==> config.mk <==
export PLATFORM = sky130hd
export DESIGN_NAME = vga_text_top
export DESIGN_NICKNAME = d
export VERILOG_FILES = /design/src/hdl/vga_text_pkg.sv /design/src/hdl/cmd_decoder.sv /design/src/hdl/text_ram.sv /design/src/hdl/raster_timing.sv /design/src/hdl/text_renderer.sv /design/src/hdl/vga_text_top.sv
export SDC_FILE = /design/constraint.sdc
export NUM_CORES = 1
export LEC_CHECK = 0
export BUFFER_PORTS_ARGS = -buffer_cell sky130_fd_sc_hd__buf_2
export CORE_ASPECT_RATIO = 0.8
export CORE_MARGIN = 4
export CORE_UTILIZATION = 57
export CTS_CLUSTER_SIZE = 14
export DETAILED_ROUTE_END_ITERATION = 8
export GPL_ROUTABILITY_DRIVEN = 0
export GPL_TIMING_DRIVEN = 1
export MAX_ROUTING_LAYER = met4
export PLACE_DENSITY_LB_ADDON = 0.2
export SYNTH_ARGS = -nofsm -noshare
export SYNTH_HDL_FRONTEND = slang
export SYNTH_SLANG_ARGS = --single-unit
==> constraint.sdc <==
create_clock -name clk -period 2.6 [get_ports clk]
set_input_delay 0.26 -clock clk [delete_from_list [all_inputs] [get_ports clk]]
set_output_delay 0.26 -clock clk [all_outputs]
set_load 0.01 [all_outputs]
==> src/hdl/vga_text_pkg.sv <==
/*
  text-mode vga controller shared definitions
  raster timing, text grid sizes, command bytes, colours and bus structs
*/
package vga_text_pkg;

  ////////////////////////////////////////
  // raster timing
  ////////////////////////////////////////

  // horizontal, in pixels
  localparam int H_VISIBLE = 64;
  localparam int H_FRONT   = 4;
  localparam int H_SYNC    = 8;
  localparam int H_BACK    = 12;
  localparam int H_TOTAL   = H_VISIBLE + H_FRONT + H_SYNC + H_BACK;

  // vertical, in lines
  localparam int V_VISIBLE = 16;
  localparam int V_FRONT   = 2;
  localparam int V_SYNC    = 2;
  localparam int V_BACK    = 4;
  localparam int V_TOTAL   = V_VISIBLE + V_FRONT + V_SYNC + V_BACK;

  ////////////////////////////////////////
  // text grid and memories
  ////////////////////////////////////////

  localparam int GLYPH_W     = 8;
  localparam int GLYPH_H     = 8;
  localparam int TEXT_COLS   = 8;
  localparam int TEXT_ROWS   = 2;
  localparam int GLYPH_COUNT = 16;
  // one byte per glyph row, one byte per character cell
  localparam int FONT_DEPTH  = GLYPH_COUNT * GLYPH_H;
  localparam int CHAR_DEPTH  = TEXT_COLS * TEXT_ROWS;
  localparam int FONT_AW     = 7;
  localparam int CHAR_AW     = 4;

  // command bytes, anything else is ignored in idle
  localparam logic [7:0] CMD_LOAD_FONT  = 8'h80;
  localparam logic [7:0] CMD_LOAD_CHARS = 8'h82;

  ////////////////////////////////////////
  // buses
  ////////////////////////////////////////

  typedef struct packed {
    logic [3:0] red;
    logic [3:0] green;
    logic [3:0] blue;
  } rgb_t;

  // yellow on dark purple
  localparam rgb_t FG_COLOR = '{red: 4'hf, green: 4'hf, blue: 4'h0};
  localparam rgb_t BG_COLOR = '{red: 4'h2, green: 4'h0, blue: 4'h8};

  // command byte, valid only while strobe is high
  typedef struct packed {
    logic       strobe;
    logic [7:0] data;
  } cmd_in_t;

  // memory write request, each memory uses only its low address bits
  typedef struct packed {
    logic       en;
    logic [7:0] addr;
    logic [7:0] data;
  } ram_wr_t;

  // raster position and raw flags, syncs active low
  typedef struct packed {
    logic [6:0] hpos;
    logic [4:0] vpos;
    logic       hsync;
    logic       vsync;
    logic       vis;
  } raster_pos_t;

  typedef struct packed {
    logic hsync;
    logic vsync;
    logic de;
    rgb_t color;
  } vga_out_t;

endpackage

==> src/hdl/cmd_decoder.sv <==
/*
  command decoder, turns the load commands of the byte stream
  into registered write requests for the font and character memories
*/
`timescale 1ns/10ps

module cmd_decoder
  import vga_text_pkg::*;
(
  input  logic    clk,
  input  logic    arst_n,
  input  cmd_in_t cmd,
  output ram_wr_t font_wr,
  output ram_wr_t char_wr
);

  typedef enum logic [1:0] {ST_IDLE, ST_FONT, ST_CHARS} state_t;

  state_t     state;
  logic [7:0] byte_cnt;
  logic       font_en;
  logic       char_en;
  logic [7:0] wr_addr;
  logic [7:0] wr_data;
  logic       last_byte;

  // final address of whichever memory is being filled
  always_comb
  begin
    if (state == ST_FONT)
      last_byte = (byte_cnt == 8'(FONT_DEPTH - 1));
    else
      last_byte = (byte_cnt == 8'(CHAR_DEPTH - 1));
  end

  always_ff @(posedge clk or negedge arst_n)
  begin
    if (!arst_n)
    begin
      state    <= ST_IDLE;
      byte_cnt <= '0;
      font_en  <= 1'b0;
      char_en  <= 1'b0;
    end
    else
    begin
      // write enables are single-cycle pulses
      font_en <= 1'b0;
      char_en <= 1'b0;
      if (cmd.strobe)
      begin
        case (state)
          ST_IDLE:
          begin
            // every load starts at address 0
            byte_cnt <= '0;
            if (cmd.data == CMD_LOAD_FONT)
              state <= ST_FONT;
            else if (cmd.data == CMD_LOAD_CHARS)
              state <= ST_CHARS;
          end
          ST_FONT, ST_CHARS:
          begin
            font_en  <= (state == ST_FONT);
            char_en  <= (state == ST_CHARS);
            byte_cnt <= byte_cnt + 8'd1;
            // load length is exactly the memory depth
            if (last_byte)
              state <= ST_IDLE;
          end
          default:
            state <= ST_IDLE;
        endcase
      end
    end
  end

  // address and data, shared by both memories since only one loads at a time
  always_ff @(posedge clk)
  begin
    if (cmd.strobe)
    begin
      wr_addr <= byte_cnt;
      wr_data <= cmd.data;
    end
  end

  assign font_wr = '{en: font_en, addr: wr_addr, data: wr_data};
  assign char_wr = '{en: char_en, addr: wr_addr, data: wr_data};

endmodule

==> src/hdl/text_ram.sv <==
/*
  byte ram with one synchronous write port and one registered read port
*/
`timescale 1ns/10ps

module text_ram
  import vga_text_pkg::*;
#(
  parameter int DEPTH = 16
)
(
  input  logic       clk,
  input  ram_wr_t    wr,
  input  logic [7:0] rd_addr,
  output logic [7:0] rd_data
);

  localparam int AW = (DEPTH > 1) ? $clog2(DEPTH) : 1;

  logic [7:0] mem [DEPTH];

  always_ff @(posedge clk)
  begin
    // upper address bits beyond the depth are ignored
    if (wr.en)
      mem[wr.addr[AW-1:0]] <= wr.data;
    // read data follows the address by one cycle
    rd_data <= mem[rd_addr[AW-1:0]];
  end

endmodule

==> src/hdl/raster_timing.sv <==
/*
  raster timing, free-running pixel and line counters
  with raw active-low syncs and the visible flag
*/
`timescale 1ns/10ps

module raster_timing
  import vga_text_pkg::*;
(
  input  logic        clk,
  input  logic        arst_n,
  output raster_pos_t pos
);

  logic [6:0] hcnt;
  logic [4:0] vcnt;
  logic       line_end;

  assign line_end = (hcnt == 7'(H_TOTAL - 1));

  ////////////////////////////////////////
  // counters
  ////////////////////////////////////////

  always_ff @(posedge clk or negedge arst_n)
  begin
    if (!arst_n)
    begin
      hcnt <= '0;
      // start in the front porch so the first visible line follows a vsync
      vcnt <= 5'(V_VISIBLE);
    end
    else
    begin
      if (line_end)
      begin
        hcnt <= '0;
        if (vcnt == 5'(V_TOTAL - 1))
          vcnt <= '0;
        else
          vcnt <= vcnt + 5'd1;
      end
      else
        hcnt <= hcnt + 7'd1;
    end
  end

  ////////////////////////////////////////
  // flag decode
  ////////////////////////////////////////

  always_comb
  begin
    pos.hpos  = hcnt;
    pos.vpos  = vcnt;
    // sync windows sit right after the front porches
    pos.hsync = !((hcnt >= 7'(H_VISIBLE + H_FRONT)) &&
                  (hcnt < 7'(H_VISIBLE + H_FRONT + H_SYNC)));
    pos.vsync = !((vcnt >= 5'(V_VISIBLE + V_FRONT)) &&
                  (vcnt < 5'(V_VISIBLE + V_FRONT + V_SYNC)));
    pos.vis   = (hcnt < 7'(H_VISIBLE)) && (vcnt < 5'(V_VISIBLE));
  end

endmodule

==> src/hdl/text_renderer.sv <==
/*
  character renderer, fetches the code and glyph row of each 8-pixel block
  ahead of time, shifts it out and maps bits to colours
*/
`timescale 1ns/10ps

module text_renderer
  import vga_text_pkg::*;
(
  input  logic        clk,
  input  logic        arst_n,
  input  raster_pos_t pos,
  output logic [7:0]  char_addr,
  input  logic [7:0]  char_data,
  output logic [7:0]  font_addr,
  input  logic [7:0]  font_data,
  output vga_out_t    video
);

  // pipeline: char read, font read, shifter, output register
  localparam int DEPTH = 3;

  logic [CHAR_AW-1:0] char_idx;
  logic [FONT_AW-1:0] font_idx;
  logic [4:0]         vpos_d1;
  logic               blk_d1;
  logic               blk_d2;
  logic [7:0]         shifter;
  logic [DEPTH-1:0]   hs_pipe;
  logic [DEPTH-1:0]   vs_pipe;
  logic [DEPTH-1:0]   vis_pipe;
  rgb_t               pix_color;

  ////////////////////////////////////////
  // fetch stages
  ////////////////////////////////////////

  // cell address straight from the raster position, row*cols+col
  assign char_idx  = CHAR_AW'((int'(pos.vpos) / GLYPH_H) * TEXT_COLS +
                              int'(pos.hpos) / GLYPH_W);
  assign char_addr = 8'(char_idx);

  // code returns one cycle later, pick glyph row with the matching line
  assign font_idx  = FONT_AW'(int'(char_data) % GLYPH_COUNT * GLYPH_H +
                              int'(vpos_d1) % GLYPH_H);
  assign font_addr = 8'(font_idx);

  always_ff @(posedge clk)
  begin
    vpos_d1 <= pos.vpos;
  end

  // marks the first pixel of a block as it moves down the fetch stages
  always_ff @(posedge clk or negedge arst_n)
  begin
    if (!arst_n)
    begin
      blk_d1 <= 1'b0;
      blk_d2 <= 1'b0;
    end
    else
    begin
      blk_d1 <= (int'(pos.hpos) % GLYPH_W == 0);
      blk_d2 <= blk_d1;
    end
  end

  ////////////////////////////////////////
  // pixel shifter
  ////////////////////////////////////////

  // glyph byte arrives as the previous block finishes, msb is leftmost
  always_ff @(posedge clk)
  begin
    if (blk_d2)
      shifter <= font_data;
    else
      shifter <= {shifter[6:0], 1'b0};
  end

  // raster flags ride alongside the pixel data
  always_ff @(posedge clk or negedge arst_n)
  begin
    if (!arst_n)
    begin
      hs_pipe  <= '1;
      vs_pipe  <= '1;
      vis_pipe <= '0;
    end
    else
    begin
      hs_pipe  <= {hs_pipe[DEPTH-2:0], pos.hsync};
      vs_pipe  <= {vs_pipe[DEPTH-2:0], pos.vsync};
      vis_pipe <= {vis_pipe[DEPTH-2:0], pos.vis};
    end
  end

  // black outside the visible window
  always_comb
  begin
    if (!vis_pipe[DEPTH-1])
      pix_color = '0;
    else if (shifter[7])
      pix_color = FG_COLOR;
    else
      pix_color = BG_COLOR;
  end

  ////////////////////////////////////////
  // output register
  ////////////////////////////////////////

  always_ff @(posedge clk or negedge arst_n)
  begin
    if (!arst_n)
      video <= '{hsync: 1'b1, vsync: 1'b1, de: 1'b0, color: '0};
    else
      video <= '{hsync: hs_pipe[DEPTH-1], vsync: vs_pipe[DEPTH-1],
                 de: vis_pipe[DEPTH-1], color: pix_color};
  end

endmodule

==> src/hdl/vga_text_top.sv <==
/*
  text-mode vga controller top, command decoder feeding two text rams
  read by the raster timing and character renderer
*/
`timescale 1ns/10ps

module vga_text_top
  import vga_text_pkg::*;
(
  input  logic     clk,
  input  logic     arst_n,
  input  cmd_in_t  cmd,
  output vga_out_t video
);

  ram_wr_t     font_wr;
  ram_wr_t     char_wr;
  logic [7:0]  font_addr;
  logic [7:0]  font_data;
  logic [7:0]  char_addr;
  logic [7:0]  char_data;
  raster_pos_t pos;

  // producer side
  cmd_decoder u_cmd_decoder (
    .clk     (clk),
    .arst_n  (arst_n),
    .cmd     (cmd),
    .font_wr (font_wr),
    .char_wr (char_wr)
  );

  // glyph rows
  text_ram #(.DEPTH(FONT_DEPTH)) u_font_ram (
    .clk     (clk),
    .wr      (font_wr),
    .rd_addr (font_addr),
    .rd_data (font_data)
  );

  // character codes
  text_ram #(.DEPTH(CHAR_DEPTH)) u_char_ram (
    .clk     (clk),
    .wr      (char_wr),
    .rd_addr (char_addr),
    .rd_data (char_data)
  );

  raster_timing u_raster_timing (
    .clk    (clk),
    .arst_n (arst_n),
    .pos    (pos)
  );

  text_renderer u_text_renderer (
    .clk       (clk),
    .arst_n    (arst_n),
    .pos       (pos),
    .char_addr (char_addr),
    .char_data (char_data),
    .font_addr (font_addr),
    .font_data (font_data),
    .video     (video)
  );

endmodule

* After elaboration in Yosys (flattened, before gate mapping)
Memory sizes are Yosys's and may differ from the RTL's. A register that Yosys moved wholly into a read port is not among the register bits.
Cells that the tools add are included.
** Storage, ports and cells
- Register bits after elaboration :: 76
- Memory bits (writable) :: 1152
- Bits of input ports :: 11
- Output and inout port bits :: 15
- Memories :: 2
** Memory list
- u_font_ram.mem :: depth 128, width 8, read ports 1, clocked after Yosys merged registers in 1, write ports 1, line text_ram.sv:20 : logic [7:0] mem [DEPTH];
- u_char_ram.mem :: depth 16, width 8, read ports 1, clocked after Yosys merged registers in 1, write ports 1, line text_ram.sv:20
** Cells by class
- Add/subtract/negate cells :: 5
- $lt $le $gt $ge :: 6
- Equal/unequal tests :: 10
- Multiplexer cells :: 19
- Reduce and logical (&&, ||, !) cells :: 11
** Operators by type and width (count)
- logical NOT 32 bit :: 1
- 2-to-1 mux 12 bit :: 2
- equality test 8 bit (second input constant) :: 2
- case mux 8 bit (2 select lines) :: 1
- < comparator 7 bit (second input constant) :: 2
- < comparator 5 bit (second input constant) :: 2
- 2-to-1 mux 1 bit :: 9
- adder 8 x 1 -> 8 bit (second input constant) :: 1
- equality test 8 x 4 -> 1 bit (second input constant) :: 1
- equality test 8 x 7 -> 1 bit (second input constant) :: 1
- 2-to-1 mux 8 bit :: 1
- adder 7 x 1 -> 7 bit (second input constant) :: 1
- adder 7 x 3 -> 7 bit :: 1
- equality test 7 bit (second input constant) :: 1
- greater-or-equal comparator 7 bit (second input constant) :: 1
- 2-to-1 mux 7 bit :: 1
- 2-to-1 mux 2 bit :: 3
- adder 5 x 1 -> 5 bit (second input constant) :: 1
- equality test 5 bit (second input constant) :: 1
- greater-or-equal comparator 5 bit (second input constant) :: 1
- 2-to-1 mux 5 bit :: 1
- adder 4 bit :: 1
- case mux 2 bit (2 select lines) :: 1
- logical AND 1 bit :: 3
- other kinds (10) :: 11

* Longest topological paths before layout
- Word-level depth :: 4
- Depth in mapped cells :: 7
- Mapped depth without buffers :: 7

* Modules after synthesis
Synthesis repeated with hierarchy kept, for this count alone.
** Second synthesis, totals
- Cell total of the unflattened synthesis :: 2097
- Area, all modules :: 47758.3 sq um
** By module, submodules not included
- text_ram at u_font_ram :: instances 1, cells each 1635, area an instance 39665.5 sq um, sequential area each 30909.6 sq um
- text_ram at u_char_ram :: instances 1, cells each 229, area an instance 5147.4 sq um, sequential area each 4003.8 sq um
- cmd_decoder :: instances 1, cells each 108, area an instance 1316.3 sq um, sequential area each 780.7 sq um
- text_renderer :: instances 1, cells each 63, area an instance 949.7 sq um, sequential area each 630.6 sq um
- raster_timing :: instances 1, cells each 62, area an instance 679.4 sq um, sequential area each 301.5 sq um

* Worst setup path before layout
Ideal clock, no wire load.
- Path kind :: flip-flop to flip-flop
- Start :: reg u_text_renderer.vpos_d1[0]
- End :: reg u_font_ram.rd_data[0] (read register of u_font_ram.mem)
- Arrival time :: 2651 ps
- Data required time :: 2479 ps
- Path slack :: -172 ps
- Stages on the path, launching flop included :: 7
- Buffers on the path :: 2
- Cell sequence :: dfxtp_1 buf_2 clkbuf_1 mux4_2 mux4_2 mux4_2 mux2_2
** On the way
- Cells in the longest elaborated chain, start to end :: 1
** RTL lines
- from (decl) :: line text_renderer.sv:25 : logic [4:0] vpos_d1;
- from (signal assigned) :: line text_renderer.sv:50 : vpos_d1 <= pos.vpos;
- adder 7 x 3 -> 7 bit :: line text_renderer.sv:44 : assign font_idx = FONT_AW'(int'(char_data) % GLYPH_COUNT * GLYPH_H +
- to (decl) :: line text_ram.sv:15 : output logic [7:0] rd_data
No other way between the ends.
A chain may end at the register's enable or synchronous reset.

* Worst setup path in the final report
- Start :: reg u_text_renderer.vpos_d1[0]
- End :: reg u_font_ram.rd_data[1] (read register of u_font_ram.mem)
Same word-level chain as after synthesis.

==> results_dict.tcl <==
set metrics [dict create \
    hold_class "in -> reg" \
    initial_core_util 0.578 \
    yosysWarnings 0 \
    p_leak_nw 16.4 \
    tritoncts "done" \
    htreeDepth 3 \
    grt_use_total 0.253 \
    ys_types 40 \
    fin_crit_sh 1.11 \
    tightest_slew_ps 1000 \
    syn_inst 1935 \
    final_antenna_net_count 0 \
    utilization 0.672 \
    cts-buffers-inserted 108 \
    cpMostUsedCell "mux4_2" \
    core_region_area_um2 77400 \
    crit_slowest_cell "mux4_2" \
    synth-seq-cells 1166 \
    place_area_um2 48100 \
    dp_hpwl_mm 60.2 \
    vias 21100 \
    grt_max_degree 145 \
    hold_viol_final 0 \
    powerDensity_nw_per_um2 733 \
    die_w_um 321 \
    io_pins 26 \
    critPathTopFamily "multiplexers" \
    post-route-drc-count 0 \
    fin_crit_ps 2880 \
    areaGrowthSynthToFinish_pct 16.3 \
    syn_area_um2 44700 \
    whs_ps 43.8 \
    grt_pass1_vias 21500 \
    final_cell_mix "edfxtp_1 (1,103), mux4_2 (356), buf_4 (223)" \
    fin_skew_ps 27.1 \
    path_clk_slew_ps 70 \
    startpoint_type "flop" \
    stdcell_area_um2 52000 \
    ys_seq_area_frac 0.774 \
    port-buffer-count 22 \
    irDropWorstVdd_v 0.000496 \
    cp_cell_sequence "buf_6 -> buf_12 -> mux4_2 -> mux4_2 -> mux4_2 -> mux2_2" \
    status "finished, violations left" \
    syn_avg_cell_area_um2 23.1 \
    routed_wl_mm 99.1 \
    clockBufferDepth 3 \
    layout_commonest_cell "edfxtp_1" \
    drtIter0Drc 2455 \
    rsz0062_at_grt "true" \
    cts_root_buffer "clkbuf_16" \
    slew_viol_final 0 \
    grt_pass1_wl_mm 147 \
    routedWlPerCell_um 29.5 \
    arrival_ps 3440 \
    vias_per_cell 6.29 \
    crit_buf_inv 2 \
    nFillCells 4779 \
    pre_cts_slack_ps -326 \
    fmax_mhz 347 \
    grt_overflow 0 \
    worstPathMaxFanout 12 \
    end_kind "flop" \
    clock_latency_ps 680 \
    firstDrtPassIters 5 \
    clock_sinks 1166 \
    drive_above_1_share 0.360 \
    num-nets-final 2260 \
    violations "negative setup slack" \
    slowest_delay_ps 570 \
    max-cap-violations 0 \
    setup-tns-final_ps -2090 \
    slew_headroom 0.331 \
    die-area_um2 83000 \
    worstSetupPathType "reg -> reg" \
    cp.required_ps 3160 \
    chipHeight_um 259 \
    finalSetupViolCount 8 \
    fin_ws_ps -283 \
    antenna_found_initial 7 \
    rows 91 \
]
-- power by group --
group	switching (mW)	leakage, nW	internal, mW
clock	6.66	1.78	9.47
combinational	0.788	4.06	0.256
sequential	0.131	10.6	20.8
-- cell families after synthesis --
kind of cell             share of synthesized area
flip-flops                                   0.774
other                                    0.0000839
AO/OA/AOI/OAI                              0.00294
adder cells (fa/ha/maj)                    0.00224
buffers and inverters                       0.0116
XOR/XNOR                                   0.00176
multiplexers                                 0.184
AND/OR/NAND/NOR                             0.0239
-- layer usage --
layer / share of wire / global-route usage
met1: 0.41 / 0.372
met2: 0.47 / 0.367
met3: 0.10 / 0.0704
met4: 0.019 / 0.0522
met5: 0 / -
-- metrics by stage --
stage / instances / power [mW]
2_1_floorplan: 1937 / 21.9
3_3_place_gp: 3134 / 22.3
6_report: 3357 / 38.1
4_1_cts: 3352 / 38.4
5_1_grt: 3357 / 39.4
3_5_place_dp: 3134 / 22.4
-- final timing paths --
check	start	to	slack, ps	cells past startpoint
worst max register to register	u_text_renderer.vpos_d1[0]	u_font_ram.rd_data[1]	-280	6
worst min register to register	u_text_renderer.vis_pipe[0]	u_text_renderer.vis_pipe[1]	350	0
max in group asynchronous	arst_n	u_cmd_decoder.byte_cnt[7]	1650	2
worst min-delay path	cmd[8]	u_cmd_decoder.wr_addr[3]	40	1
min in group asynchronous	arst_n	u_text_renderer.video[3]	300	2
worst max-delay path	u_text_renderer.vpos_d1[0]	u_font_ram.rd_data[1]	-280	6
-- repair_timing --
action / CTS / global route
cloned: 2 / 1
gates resized for setup: 7 / 1
pin swaps: 0 / 0
endpoints found under the hold margin: 40 / 0
setup buffers: 7 / 1
endpoints found under the setup margin: 8 / 8
hold buffers: 9 / 0
-- Yosys cell counts --
cell type  count  area share
edfxtp_1    1103        0.74
mux4_2       356        0.18
nor2_1       151       0.013
clkbuf_1      51      0.0043
dfrtp_1       31       0.017
nand2_1       26      0.0022
dfxtp_1       23       0.010
buf_2         21      0.0024
nand3_1       19      0.0021
buf_1         17      0.0014
mux2_2        17      0.0043
buf_4         14      0.0024
nor2b_1       11      0.0015
o21ai_0       10      0.0011
dfstp_2        9      0.0053
nand2b_1       9      0.0013
nor3_1         9      0.0010
ha_1           8      0.0022
inv_1          5     0.00042
nand4_1        5     0.00070
xnor2_1        5     0.00098
and2_1         4     0.00056
xor2_1         4     0.00078
buf_6          3     0.00076
nand3b_1       3     0.00050
o31ai_1        3     0.00050
a211oi_1       2     0.00034
a21o_1         2     0.00034
a22o_1         2     0.00039
or3_1          2     0.00028
a21oi_1        1     0.00011
a31oi_1        1     0.00014
and3_1         1     0.00014
conb_1         1    0.000084
mux2i_1        1     0.00022
nand4b_1       1     0.00020
nor4b_1        1     0.00020
or2_2          1     0.00014
or3b_2         1     0.00020
or4_1          1     0.00017
-- state kept, by name, indices dropped and copies added (netlist names), 2 cells and up --
name                      cells
u_font_ram.mem             1024
u_cmd_decoder.byte_cnt        8
u_font_ram.rd_data            8
u_text_renderer.shifter       8
u_raster_timing.vcnt          5
u_char_ram.mem               64
u_text_renderer.video         5
u_cmd_decoder.wr_data         8
u_cmd_decoder.wr_addr         7
u_text_renderer.vs_pipe       3
u_text_renderer.vis_pipe      3
u_text_renderer.vpos_d1       3
u_cmd_decoder.state           2
u_raster_timing.hcnt          7
u_char_ram.rd_data            4
u_text_renderer.hs_pipe       3
-- layout make-up --
cell class,instances,area [um^2],area share
timing repair buffer,300,2850,0.0547
clock buffer,146,2970,0.0570
tap,1023,1280,0.0246
clock inverter,54,669,0.0129
multi-input combinational,660,9610,0.185
antenna,3,7.51,0.000144
inverter,5,18.8,0.000361
sequential,1166,34600,0.665
(Power assumes the default switching activity.)
